[src/verilog/hsi_pkg.sv]
`default_nettype none

package hsi_pkg;

	typedef logic [7:0] byte_t;
	typedef logic [15:0] crc_t;
	typedef logic [31:0] tm_word_t;
	typedef logic [15:0] sr_word_t;
	typedef logic [39:0] btc_t;

	typedef enum logic [1:0]
	{
		MSG_TM,
		MSG_BTC,
		MSG_SR,
		MSG_CCW
	} msg_kind_e;

	typedef enum logic [1:0]
	{
		TX_IDLE,
		TX_SEND,
		TX_GAP
	} tx_state_e;

	typedef enum logic
	{
		CD_IDLE,
		CD_SHIFT
	} coder_state_e;

	// Shorter payloads sit in the low bytes
	typedef struct packed
	{
		logic start;
		msg_kind_e kind;
		btc_t payload;
	} frame_req_t;

	typedef struct packed
	{
		logic valid;
		byte_t data;
	} byte_req_t;

	// Line timing
	localparam int BIT_CYCLES = 4;
	localparam int FRAME_BITS = 11;
	localparam int GAP_CYCLES = 100;
	localparam int TM_PER_BTC = 4;

	localparam crc_t CRC_INIT = 16'hFFFF;
	localparam crc_t CRC_POLY = 16'h1021;

	localparam byte_t HDR_TM = 8'hA1;
	localparam byte_t HDR_BTC = 8'hB2;
	localparam byte_t HDR_SR = 8'hC3;
	localparam byte_t HDR_CCW = 8'hD4;

	// Payload bytes per message kind
	localparam int LEN_TM = 4;
	localparam int LEN_BTC = 5;
	localparam int LEN_SR = 2;
	localparam int LEN_CCW = 1;

endpackage

`default_nettype wire

[src/verilog/hsi_byte_coder.sv]
`default_nettype none

module hsi_byte_coder
(
	input wire clk,
	input wire n_rst,
	input wire hsi_pkg::byte_req_t byte_req,
	input wire com_src,
	output logic busy,
	output logic byte_done,
	output logic com1,
	output logic com2
);

	typedef logic [$clog2(hsi_pkg::BIT_CYCLES)-1:0] cyc_t;
	typedef logic [$clog2(hsi_pkg::FRAME_BITS)-1:0] bit_t;

	hsi_pkg::coder_state_e state;
	cyc_t cyc_cnt;
	bit_t bit_cnt;
	logic [hsi_pkg::FRAME_BITS-2:0] shift;
	logic line;
	logic sel;
	logic bit_end;

	assign bit_end = (cyc_cnt == cyc_t'(hsi_pkg::BIT_CYCLES - 1));
	assign busy = (state == hsi_pkg::CD_SHIFT);
	assign byte_done = busy && bit_end && (bit_cnt == bit_t'(hsi_pkg::FRAME_BITS - 1));

	// Unselected line stays at idle level
	assign com1 = sel ? line : 1'b1;
	assign com2 = sel ? 1'b1 : line;

	always_ff @(posedge clk or negedge n_rst)
	begin
		if (!n_rst)
		begin
			state <= hsi_pkg::CD_IDLE;
			cyc_cnt <= '0;
			bit_cnt <= '0;
			line <= 1'b1;
			sel <= 1'b1;
		end
		else
		begin
			case (state)
				hsi_pkg::CD_IDLE:
				begin
					if (byte_req.valid)
					begin
						state <= hsi_pkg::CD_SHIFT;
						cyc_cnt <= '0;
						bit_cnt <= '0;
						line <= 1'b0;
						sel <= com_src;
					end
				end
				default:
				begin
					cyc_cnt <= cyc_cnt + cyc_t'(1);
					if (bit_end)
					begin
						cyc_cnt <= '0;
						if (byte_done)
						begin
							state <= hsi_pkg::CD_IDLE;
							line <= 1'b1;
						end
						else
						begin
							bit_cnt <= bit_cnt + bit_t'(1);
							line <= shift[0];
						end
					end
				end
			endcase
		end
	end

	// Data LSB first, then odd parity and stop
	always_ff @(posedge clk)
	begin
		if (state == hsi_pkg::CD_IDLE && byte_req.valid)
			shift <= {1'b1, ~^byte_req.data, byte_req.data};
		else if (busy && bit_end)
			shift <= {1'b1, shift[hsi_pkg::FRAME_BITS-2:1]};
	end

	valid_when_idle: assert property (@(posedge clk) disable iff (!n_rst)
		byte_req.valid |-> !busy)
		else $error("byte valid while coder busy");

endmodule

`default_nettype wire

[src/verilog/hsi_crc16.sv]
`default_nettype none

module hsi_crc16
(
	input wire clk,
	input wire n_rst,
	input wire crc_clear,
	input wire hsi_pkg::byte_req_t crc_req,
	output hsi_pkg::crc_t crc
);

	logic valid_d;
	logic take;
	logic fb;
	hsi_pkg::crc_t nxt;

	// Only the first cycle of a held valid counts
	assign take = crc_req.valid && !valid_d;

	always_comb
	begin
		nxt = crc;
		for (int i = 7; i >= 0; i--)
		begin
			fb = nxt[15] ^ crc_req.data[i];
			nxt = {nxt[14:0], 1'b0};
			if (fb)
				nxt = nxt ^ hsi_pkg::CRC_POLY;
		end
	end

	always_ff @(posedge clk or negedge n_rst)
	begin
		if (!n_rst)
		begin
			valid_d <= 1'b0;
			crc <= hsi_pkg::CRC_INIT;
		end
		else
		begin
			valid_d <= crc_req.valid;
			if (crc_clear)
				crc <= hsi_pkg::CRC_INIT;
			else if (take)
				crc <= nxt;
		end
	end

endmodule

`default_nettype wire

[src/verilog/hsi_frame_builder.sv]
`default_nettype none

module hsi_frame_builder
(
	input wire clk,
	input wire n_rst,
	input wire hsi_pkg::frame_req_t frame_req,
	input wire hsi_pkg::crc_t crc,
	input wire byte_done,
	output hsi_pkg::byte_req_t byte_req,
	output hsi_pkg::byte_req_t crc_req,
	output logic frame_done
);

	typedef logic [2:0] idx_t;

	logic active;
	logic issue;
	logic last;
	idx_t idx;
	idx_t len;
	idx_t pl_sel;
	hsi_pkg::msg_kind_e kind_q;
	hsi_pkg::btc_t payload_q;
	hsi_pkg::byte_t hdr;
	hsi_pkg::byte_t cur_byte;

	always_comb
	begin
		case (kind_q)
			hsi_pkg::MSG_TM:
			begin
				len = idx_t'(hsi_pkg::LEN_TM);
				hdr = hsi_pkg::HDR_TM;
			end
			hsi_pkg::MSG_BTC:
			begin
				len = idx_t'(hsi_pkg::LEN_BTC);
				hdr = hsi_pkg::HDR_BTC;
			end
			hsi_pkg::MSG_SR:
			begin
				len = idx_t'(hsi_pkg::LEN_SR);
				hdr = hsi_pkg::HDR_SR;
			end
			default:
			begin
				len = idx_t'(hsi_pkg::LEN_CCW);
				hdr = hsi_pkg::HDR_CCW;
			end
		endcase
	end

	// Index 0 is the header, payload goes most significant byte first, CRC last
	always_comb
	begin
		pl_sel = len - idx;
		if (idx == '0)
			cur_byte = hdr;
		else if (idx <= len)
			cur_byte = payload_q[{pl_sel, 3'b000} +: 8];
		else if (idx == len + idx_t'(1))
			cur_byte = crc[15:8];
		else
			cur_byte = crc[7:0];
	end

	assign last = (idx == len + idx_t'(2));
	assign byte_req = '{issue, cur_byte};
	assign crc_req = '{issue && (idx <= len), cur_byte};
	assign frame_done = active && byte_done && last;

	always_ff @(posedge clk or negedge n_rst)
	begin
		if (!n_rst)
		begin
			active <= 1'b0;
			issue <= 1'b0;
			idx <= '0;
			kind_q <= hsi_pkg::MSG_TM;
		end
		else
		begin
			issue <= 1'b0;
			if (frame_req.start)
			begin
				active <= 1'b1;
				issue <= 1'b1;
				idx <= '0;
				kind_q <= frame_req.kind;
			end
			else if (active && byte_done)
			begin
				if (last)
					active <= 1'b0;
				else
				begin
					idx <= idx + idx_t'(1);
					issue <= 1'b1;
				end
			end
		end
	end

	always_ff @(posedge clk)
	begin
		if (frame_req.start)
			payload_q <= frame_req.payload;
	end

	no_overlap: assert property (@(posedge clk) disable iff (!n_rst)
		frame_req.start |-> !active)
		else $error("frame start while a frame is in progress");

endmodule

`default_nettype wire

[src/verilog/hsi_tx_ctrl.sv]
`default_nettype none

module hsi_tx_ctrl
(
	input wire clk,
	input wire n_rst,
	input wire tm_rdy,
	input wire sr_rdy,
	input wire ccw_rdy,
	input wire tm_en,
	input wire sr_en,
	input wire btc_en,
	input wire pre_tm,
	input wire hsi_pkg::tm_word_t tm_word,
	input wire hsi_pkg::sr_word_t sr_word,
	input wire hsi_pkg::btc_t btc,
	input wire hsi_pkg::byte_t ccw_d,
	input wire frame_done,
	output logic tm_ack,
	output logic sr_ack,
	output logic ccw_ack,
	output hsi_pkg::frame_req_t frame_req
);

	hsi_pkg::tx_state_e state;
	logic [$clog2(hsi_pkg::GAP_CYCLES)-1:0] gap_cnt;
	logic [$clog2(hsi_pkg::TM_PER_BTC)-1:0] tm_cnt;
	logic btc_due;
	logic start_q;
	hsi_pkg::msg_kind_e kind_q;
	hsi_pkg::btc_t payload_q;
	logic grant;
	hsi_pkg::msg_kind_e sel_kind;
	hsi_pkg::btc_t sel_payload;

	assign frame_req = '{start_q, kind_q, payload_q};

	// Fixed priority: TM, time code, SR, then CCW outside pre_tm
	always_comb
	begin
		grant = 1'b1;
		sel_kind = hsi_pkg::MSG_TM;
		sel_payload = hsi_pkg::btc_t'(tm_word);
		if (tm_en && tm_rdy)
			sel_kind = hsi_pkg::MSG_TM;
		else if (btc_en && btc_due)
		begin
			sel_kind = hsi_pkg::MSG_BTC;
			sel_payload = btc;
		end
		else if (sr_en && sr_rdy)
		begin
			sel_kind = hsi_pkg::MSG_SR;
			sel_payload = hsi_pkg::btc_t'(sr_word);
		end
		else if (!pre_tm && ccw_rdy)
		begin
			sel_kind = hsi_pkg::MSG_CCW;
			sel_payload = hsi_pkg::btc_t'(ccw_d);
		end
		else
			grant = 1'b0;
	end

	always_ff @(posedge clk or negedge n_rst)
	begin
		if (!n_rst)
		begin
			state <= hsi_pkg::TX_IDLE;
			start_q <= 1'b0;
			kind_q <= hsi_pkg::MSG_TM;
			tm_ack <= 1'b0;
			sr_ack <= 1'b0;
			ccw_ack <= 1'b0;
			gap_cnt <= '0;
		end
		else
		begin
			start_q <= 1'b0;
			tm_ack <= 1'b0;
			sr_ack <= 1'b0;
			ccw_ack <= 1'b0;
			case (state)
				hsi_pkg::TX_IDLE:
				begin
					if (grant)
					begin
						state <= hsi_pkg::TX_SEND;
						start_q <= 1'b1;
						kind_q <= sel_kind;
						tm_ack <= (sel_kind == hsi_pkg::MSG_TM);
						sr_ack <= (sel_kind == hsi_pkg::MSG_SR);
						ccw_ack <= (sel_kind == hsi_pkg::MSG_CCW);
					end
				end
				hsi_pkg::TX_SEND:
				begin
					if (frame_done)
					begin
						state <= hsi_pkg::TX_GAP;
						gap_cnt <= ($bits(gap_cnt))'(hsi_pkg::GAP_CYCLES - 1);
					end
				end
				hsi_pkg::TX_GAP:
				begin
					if (gap_cnt == '0)
						state <= hsi_pkg::TX_IDLE;
					else
						gap_cnt <= gap_cnt - 1'b1;
				end
				default:
					state <= hsi_pkg::TX_IDLE;
			endcase
		end
	end

	always_ff @(posedge clk)
	begin
		if (state == hsi_pkg::TX_IDLE && grant)
			payload_q <= sel_payload;
	end

	// Time code becomes due after every TM_PER_BTC finished telemetry frames
	always_ff @(posedge clk or negedge n_rst)
	begin
		if (!n_rst)
		begin
			tm_cnt <= '0;
			btc_due <= 1'b0;
		end
		else
		begin
			if (frame_done && kind_q == hsi_pkg::MSG_TM)
			begin
				if (tm_cnt == ($bits(tm_cnt))'(hsi_pkg::TM_PER_BTC - 1))
				begin
					tm_cnt <= '0;
					btc_due <= 1'b1;
				end
				else
					tm_cnt <= tm_cnt + 1'b1;
			end
			else if (state == hsi_pkg::TX_IDLE && grant && sel_kind == hsi_pkg::MSG_BTC)
				btc_due <= 1'b0;
		end
	end

	ack_onehot: assert property (@(posedge clk) disable iff (!n_rst)
		$onehot0({tm_ack, sr_ack, ccw_ack}))
		else $error("more than one acknowledge high");

	start_from_idle: assert property (@(posedge clk) disable iff (!n_rst)
		frame_req.start |-> $past(state) == hsi_pkg::TX_IDLE)
		else $error("frame start outside IDLE");

endmodule

`default_nettype wire

[src/verilog/hsi_tx_top.sv]
`default_nettype none

module hsi_tx_top
(
	input wire clk,
	input wire n_rst,
	input wire tm_rdy,
	input wire sr_rdy,
	input wire ccw_rdy,
	input wire tm_en,
	input wire sr_en,
	input wire btc_en,
	input wire pre_tm,
	input wire hsi_pkg::tm_word_t tm_word,
	input wire hsi_pkg::sr_word_t sr_word,
	input wire hsi_pkg::btc_t btc,
	input wire hsi_pkg::byte_t ccw_d,
	input wire com_src,
	output wire tm_ack,
	output wire sr_ack,
	output wire ccw_ack,
	output wire com1,
	output wire com2
);

	wire hsi_pkg::frame_req_t frame_req;
	wire hsi_pkg::byte_req_t byte_req;
	wire hsi_pkg::byte_req_t crc_req;
	wire hsi_pkg::crc_t crc;
	wire frame_done;
	wire byte_done;

	hsi_tx_ctrl u_ctrl
	(
		.clk(clk),
		.n_rst(n_rst),
		.tm_rdy(tm_rdy),
		.sr_rdy(sr_rdy),
		.ccw_rdy(ccw_rdy),
		.tm_en(tm_en),
		.sr_en(sr_en),
		.btc_en(btc_en),
		.pre_tm(pre_tm),
		.tm_word(tm_word),
		.sr_word(sr_word),
		.btc(btc),
		.ccw_d(ccw_d),
		.frame_done(frame_done),
		.tm_ack(tm_ack),
		.sr_ack(sr_ack),
		.ccw_ack(ccw_ack),
		.frame_req(frame_req)
	);

	hsi_frame_builder u_builder
	(
		.clk(clk),
		.n_rst(n_rst),
		.frame_req(frame_req),
		.crc(crc),
		.byte_done(byte_done),
		.byte_req(byte_req),
		.crc_req(crc_req),
		.frame_done(frame_done)
	);

	// Cleared by the frame start strobe
	hsi_crc16 u_crc
	(
		.clk(clk),
		.n_rst(n_rst),
		.crc_clear(frame_req.start),
		.crc_req(crc_req),
		.crc(crc)
	);

	hsi_byte_coder u_coder
	(
		.clk(clk),
		.n_rst(n_rst),
		.byte_req(byte_req),
		.com_src(com_src),
		.busy(),
		.byte_done(byte_done),
		.com1(com1),
		.com2(com2)
	);

endmodule

`default_nettype wire
[config.mk]
export PLATFORM = sky130hd
export DESIGN_NAME = hsi_tx_top
export DESIGN_NICKNAME = d
export VERILOG_FILES = /design/src/verilog/hsi_pkg.sv /design/src/verilog/hsi_byte_coder.sv /design/src/verilog/hsi_crc16.sv /design/src/verilog/hsi_frame_builder.sv /design/src/verilog/hsi_tx_ctrl.sv /design/src/verilog/hsi_tx_top.sv
export SDC_FILE = /design/constraint.sdc
export NUM_CORES = 1
export LEC_CHECK = 0
export BUFFER_PORTS_ARGS = -buffer_cell sky130_fd_sc_hd__buf_2
export CAP_MARGIN = 20
export CORE_ASPECT_RATIO = 0.8
export CORE_UTILIZATION = 50
export CTS_BUF_LIST = sky130_fd_sc_hd__clkbuf_8
export CTS_CLUSTER_DIAMETER = 100
export CTS_CLUSTER_SIZE = 16
export DETAILED_ROUTE_END_ITERATION = 6
export GPL_TIMING_DRIVEN = 0
export PLACE_DENSITY = 0.75
export SYNTH_ARGS = -nofsm -noshare
export SYNTH_HDL_FRONTEND = slang
export SYNTH_SLANG_ARGS = --single-unit
[constraint.sdc]
create_clock -name clk -period 3.55 [get_ports clk]
set_clock_uncertainty 0.2 [all_clocks]
set_input_delay 0.355 -clock clk [delete_from_list [all_inputs] [get_ports clk]]
set_output_delay 0.355 -clock clk [all_outputs]
set_load 0.05 [all_outputs]
==> results summary <==
For the finished layout, the period the worst path requires is 3565 ps. After the flow finishes, the layout carries non-filler instances totaling 903. The worst setup path is of the flop to flop kind.

Summed over all cells, the static leakage comes to 3.553 nW. After technology mapping, the gate count stands at 528. The global router's overall resource usage came out at 24.02%. The sink of the worst hold path is u_ctrl.payload_q[32]$_SDFFCE_PP0P_. The reported max-cap violation count is 0. The number of levels the H-tree was split into is 4.

For this run, the register share of the synthesized area comes to 60.26%. At the end of routability-driven placement, the weighted congestion stood at 0.8384. The horizontal extent of the die is 130.4 µm. The growth of design area from synthesis to finish came out at 29.09%. The worst register-to-register path has a depth of 15. A synthesized cell averages 12.48 µm². The areal power density over the cells is 818.2 nW/µm². The count of endpoints failing setup in the final report is 1. The required time at the worst-slack endpoint is 3530 ps.

The flow ran to the end, but the final reports show violations. The initial antenna violation count was 0. The startpoint identified for the worst hold timing path is btc[32].

Setup repair after global routing could not meet its margin everywhere. The hold violation count in the final report is 0. For this run, the leading register cell type out of synthesis is edfxtp_1. The floorplan row count is 37.

The final routed DRC violation total came out at 0. The overall via count from detail_route came out at 4,920. The sum of net half-perimeters after detailed placement came out at 10,530 µm. The buffer type at the clock tree root is clkbuf_8. The placement-stage cell area came out at 7410 µm². Counting tap cells, the placed design contains a total of 815 instances. In this run the tightest slew margin relative to its limit is 36.72%. Across all register-to-register paths, the minimum setup slack is -20 ps.

The achievable frequency is 280.5 MHz. The finished cells cover 8507 µm². The final reports fail on setup timing. The total overflow reported by the global router is 0. In this run the worst hold path is classified as input port to flop. The floorplan step defined a core boundary enclosing 12,870 µm². The proportion of register bits with asynchronous set or reset after synthesis is 36.43%. In the final design database the tool counted 841 nets. The number of clock buffers inserted by TritonCTS is 17.

The number of antenna cells inserted is 0. The CTS sink count came out at 140. The clock-pin slew reported for the worst setup and hold paths after clock tree synthesis came out at 80 ps.

The number of global-route vias before repair came out at 5,036. The overall routed net length is 15,350 µm. The worst-skew pair later-pin latency came out at 440 ps.

The number of nets still failing antenna checks after routing is 0. The number of enable flip-flop cells after synthesis is 89. The worst hold path was traced through 2 stages. The total iterations of the first detailed-routing run came out at 6.

The flip-flop and latch count after synthesis is 140. The detailed router finished its first iteration with 399 violations. The die is 104.7 µm tall. The unique cell type count in the Yosys netlist came out at 54. The period utilization came out at 100.4%. The post-placement worst setup slack is -566.0 ps.

The number of pins with negative max-slew slack in the final report is 0. Pin placement for this block handled 111 I/O pins. Data arrives at the worst endpoint at 3550 ps. In the final layout, the share of cells above drive strength 1 is 32.28%. The initial utilization of the core area, before any placement, comes to 51.21%. The overall die area came out at 13,650 µm². The detailed-route wire length per cell is 16.99 µm. The largest vdd supply drop is 0.4202 mV. STA classifies the critical path endpoint as a flop.

The accumulated negative setup slack came out at -15.25 ps. The number of buffers between clock root and the deepest sink came out at 2. The startpoint type of the worst setup path is a flop. The setup slack of the critical path after layout came out at -15.25 ps. In this run the worst path has a maximum fanout of 5. In this run the critical register-to-register path is captured at u_coder.shift[8]$_SDFFCE_PN1P_.

For the pin with the worst max-slew slack, the measured transition is 949.2 ps. The number of nets in the synthesized netlist is 654. The clock tree from TritonCTS is built.

The pin count of the biggest net entering global routing came out at 44. The startpoint identified for the worst register-to-register timing path is u_builder.kind_q[1]$_DFFE_PN0P_. The synthesized cell area came out at 6590 µm². The first global-routing pass estimated 24,470 µm of wire. The port buffer count is 110. The average via count per standard cell came out at 5.449. The number of warnings issued by yosys came out at 0.
-- layout by cell type (no fill, tap or decap), types with 9 or more instances in the layout --
cell	synthesis	final
clkbuf_1	17	15
a21oi_1	23	23
nand2_1	60	59
inv_1	25	24
ha_1	19	16
and2_1	10	9
nand3_1	14	14
buf_4	1	17
dlygate4sd3_1	0	39
a222oi_1	15	15
xor2_1	20	17
o21ai_0	19	19
buf_2	1	112
nor2_1	42	41
clkbuf_8	0	17
edfxtp_1	89	89
a22o_1	18	18
nand4_1	9	9
nand2b_1	10	10
dfstp_2	18	18
xnor2_1	21	15
dfrtp_1	33	31
-- sequential cells by signal, summed over array words and instances (netlist names), 2 cells and up --
name / flops
u_coder.cyc_cnt: 2
u_coder.shift: 9
u_builder.idx: 3
u_ctrl.state: 2
u_builder.kind_q: 2
u_ctrl.payload_q: 40
u_ctrl.gap_cnt: 7
u_ctrl.kind_q: 2
u_crc.crc: 16
u_ctrl.tm_cnt: 2
u_builder.payload_q: 40
u_coder.bit_cnt: 4
-- through the flow --
| step | hold WS, ps | total power [mW] | util (%) |
|---|---|---|---|
| final | 20.37 | 6.960 | 66.10 |
| after global routing | 1.108 | 7.355 | 66.10 |
| after CTS | 2.395 | 6.727 | 64.91 |
| after detailed placement | 90.82 | 5.165 | 57.57 |
| after global placement | 203.3 | 5.029 | 57.18 |
| after floorplan | -140.6 | 4.498 | - |
-- how the worst max path moves through the flow --
stage / start / to / slack (ps)
finish: u_builder.kind_q[1]$_DFFE_PN0P_ / u_coder.shift[8]$_SDFFCE_PN1P_ / -20
global route: u_builder.kind_q[1]$_DFFE_PN0P_ / u_coder.shift[8]$_SDFFCE_PN1P_ / -170
CTS: u_builder.kind_q[1]$_DFFE_PN0P_ / u_coder.shift[8]$_SDFFCE_PN1P_ / 3
detailed placement: u_builder.kind_q[0]$_DFFE_PN0P_ / u_crc.crc[15]$_DFFE_PN1P_ / -570
global placement: u_builder.kind_q[1]$_DFFE_PN0P_ / u_crc.crc[13]$_DFFE_PN1P_ / -490
floorplan: u_builder.kind_q[1]$_DFFE_PN0P_ / u_crc.crc[7]$_DFFE_PN1P_ / 100
-- cell families (layout without fill, tap and decap cells) --
group	after synthesis	count (layout)	synth area share [%]
and+or+nand+nor	164	164	11.56
DFF	140	140	60.26
AOI/OAI and AO/OA	97	97	10.92
xor gates and xnor gates	45	45	6.437
buffers and inverters	45	245	2.658
adders and majority gates	20	20	3.911
muxes	17	17	4.253
-- final cells by class --
class / instances / area [µm²]
clock buffers: 17 / 234.0
flip-flops and latches: 140 / 3974
repair buffers: 169 / 1140
inverters: 25 / 93.84
clock inverters: 15 / 166.4
fillers: 941 / 4363
well taps: 175 / 219.0
multi-input cells: 343 / 2601
plain buffers: 19 / 78.83
-- Yosys cell counts, drive strengths merged, types with 3 or more instances --
cell type	number	area, µm²
nor2b	4	25.02
nand4	9	56.30
nor2	42	157.7
nand2	60	225.2
ha	19	237.7
mux2	8	90.09
o211ai	4	53.80
nand3	14	70.07
o21ai	22	113.9
dfstp	18	473.0
and2	10	62.56
mux4	8	180.2
clkbuf	18	68.81
dfrtp	33	825.8
nand3b	4	33.78
a222oi	15	150.1
a21oi	25	132.6
nor3	3	15.01
xnor2	22	200.2
inv	25	93.84
edfxtp	89	2673
xor2	23	224.0
nand2b	10	62.56
a22o	18	157.7
-- what timing repair did --
item,in CTS,in global routing
pin swaps,9,18
hold buffers,38,1
hold endpoints to repair,67,1
resized for setup,19,13
setup buffers,7,12
setup endpoints to repair,20,15
-- report_power, final --
| group | switching [mW] | internal, mW |
|---|---|---|
| clock network | 0.638 | 0.636 |
| logic | 1.59 | 1.38 |
| registers | 0.306 | 2.41 |
-- per-layer routing --
metal | global-route usage (%) | up-vias | routed length, µm | part of all wire, %
met3 | 6.093 | 30 | 1101 | 7.2
met4 | 9.031 | 0 | 291 | 1.9
met1 | 31.01 | 2393 | 6395 | 42
li1 | - | 2288 | - | -
met2 | 38.91 | 209 | 7558 | 49
met5 | 0 | - | 0 | 0
-- worst max-delay path: stages (launching register included) --
cell and delay, ps:
dfrtp_1 430, inv_2 70, ha_4 170, nor2_4 110, ha_4 150, inv_2 40, fa_2 570, buf_12 120
mux4_2 330, nand2_2 100, nand4_1 170, o211ai_4 230, xor2_1 230, xnor2_1 170, xnor2_1 140, nand2_1 70
(Power assumes the default switching activity.)
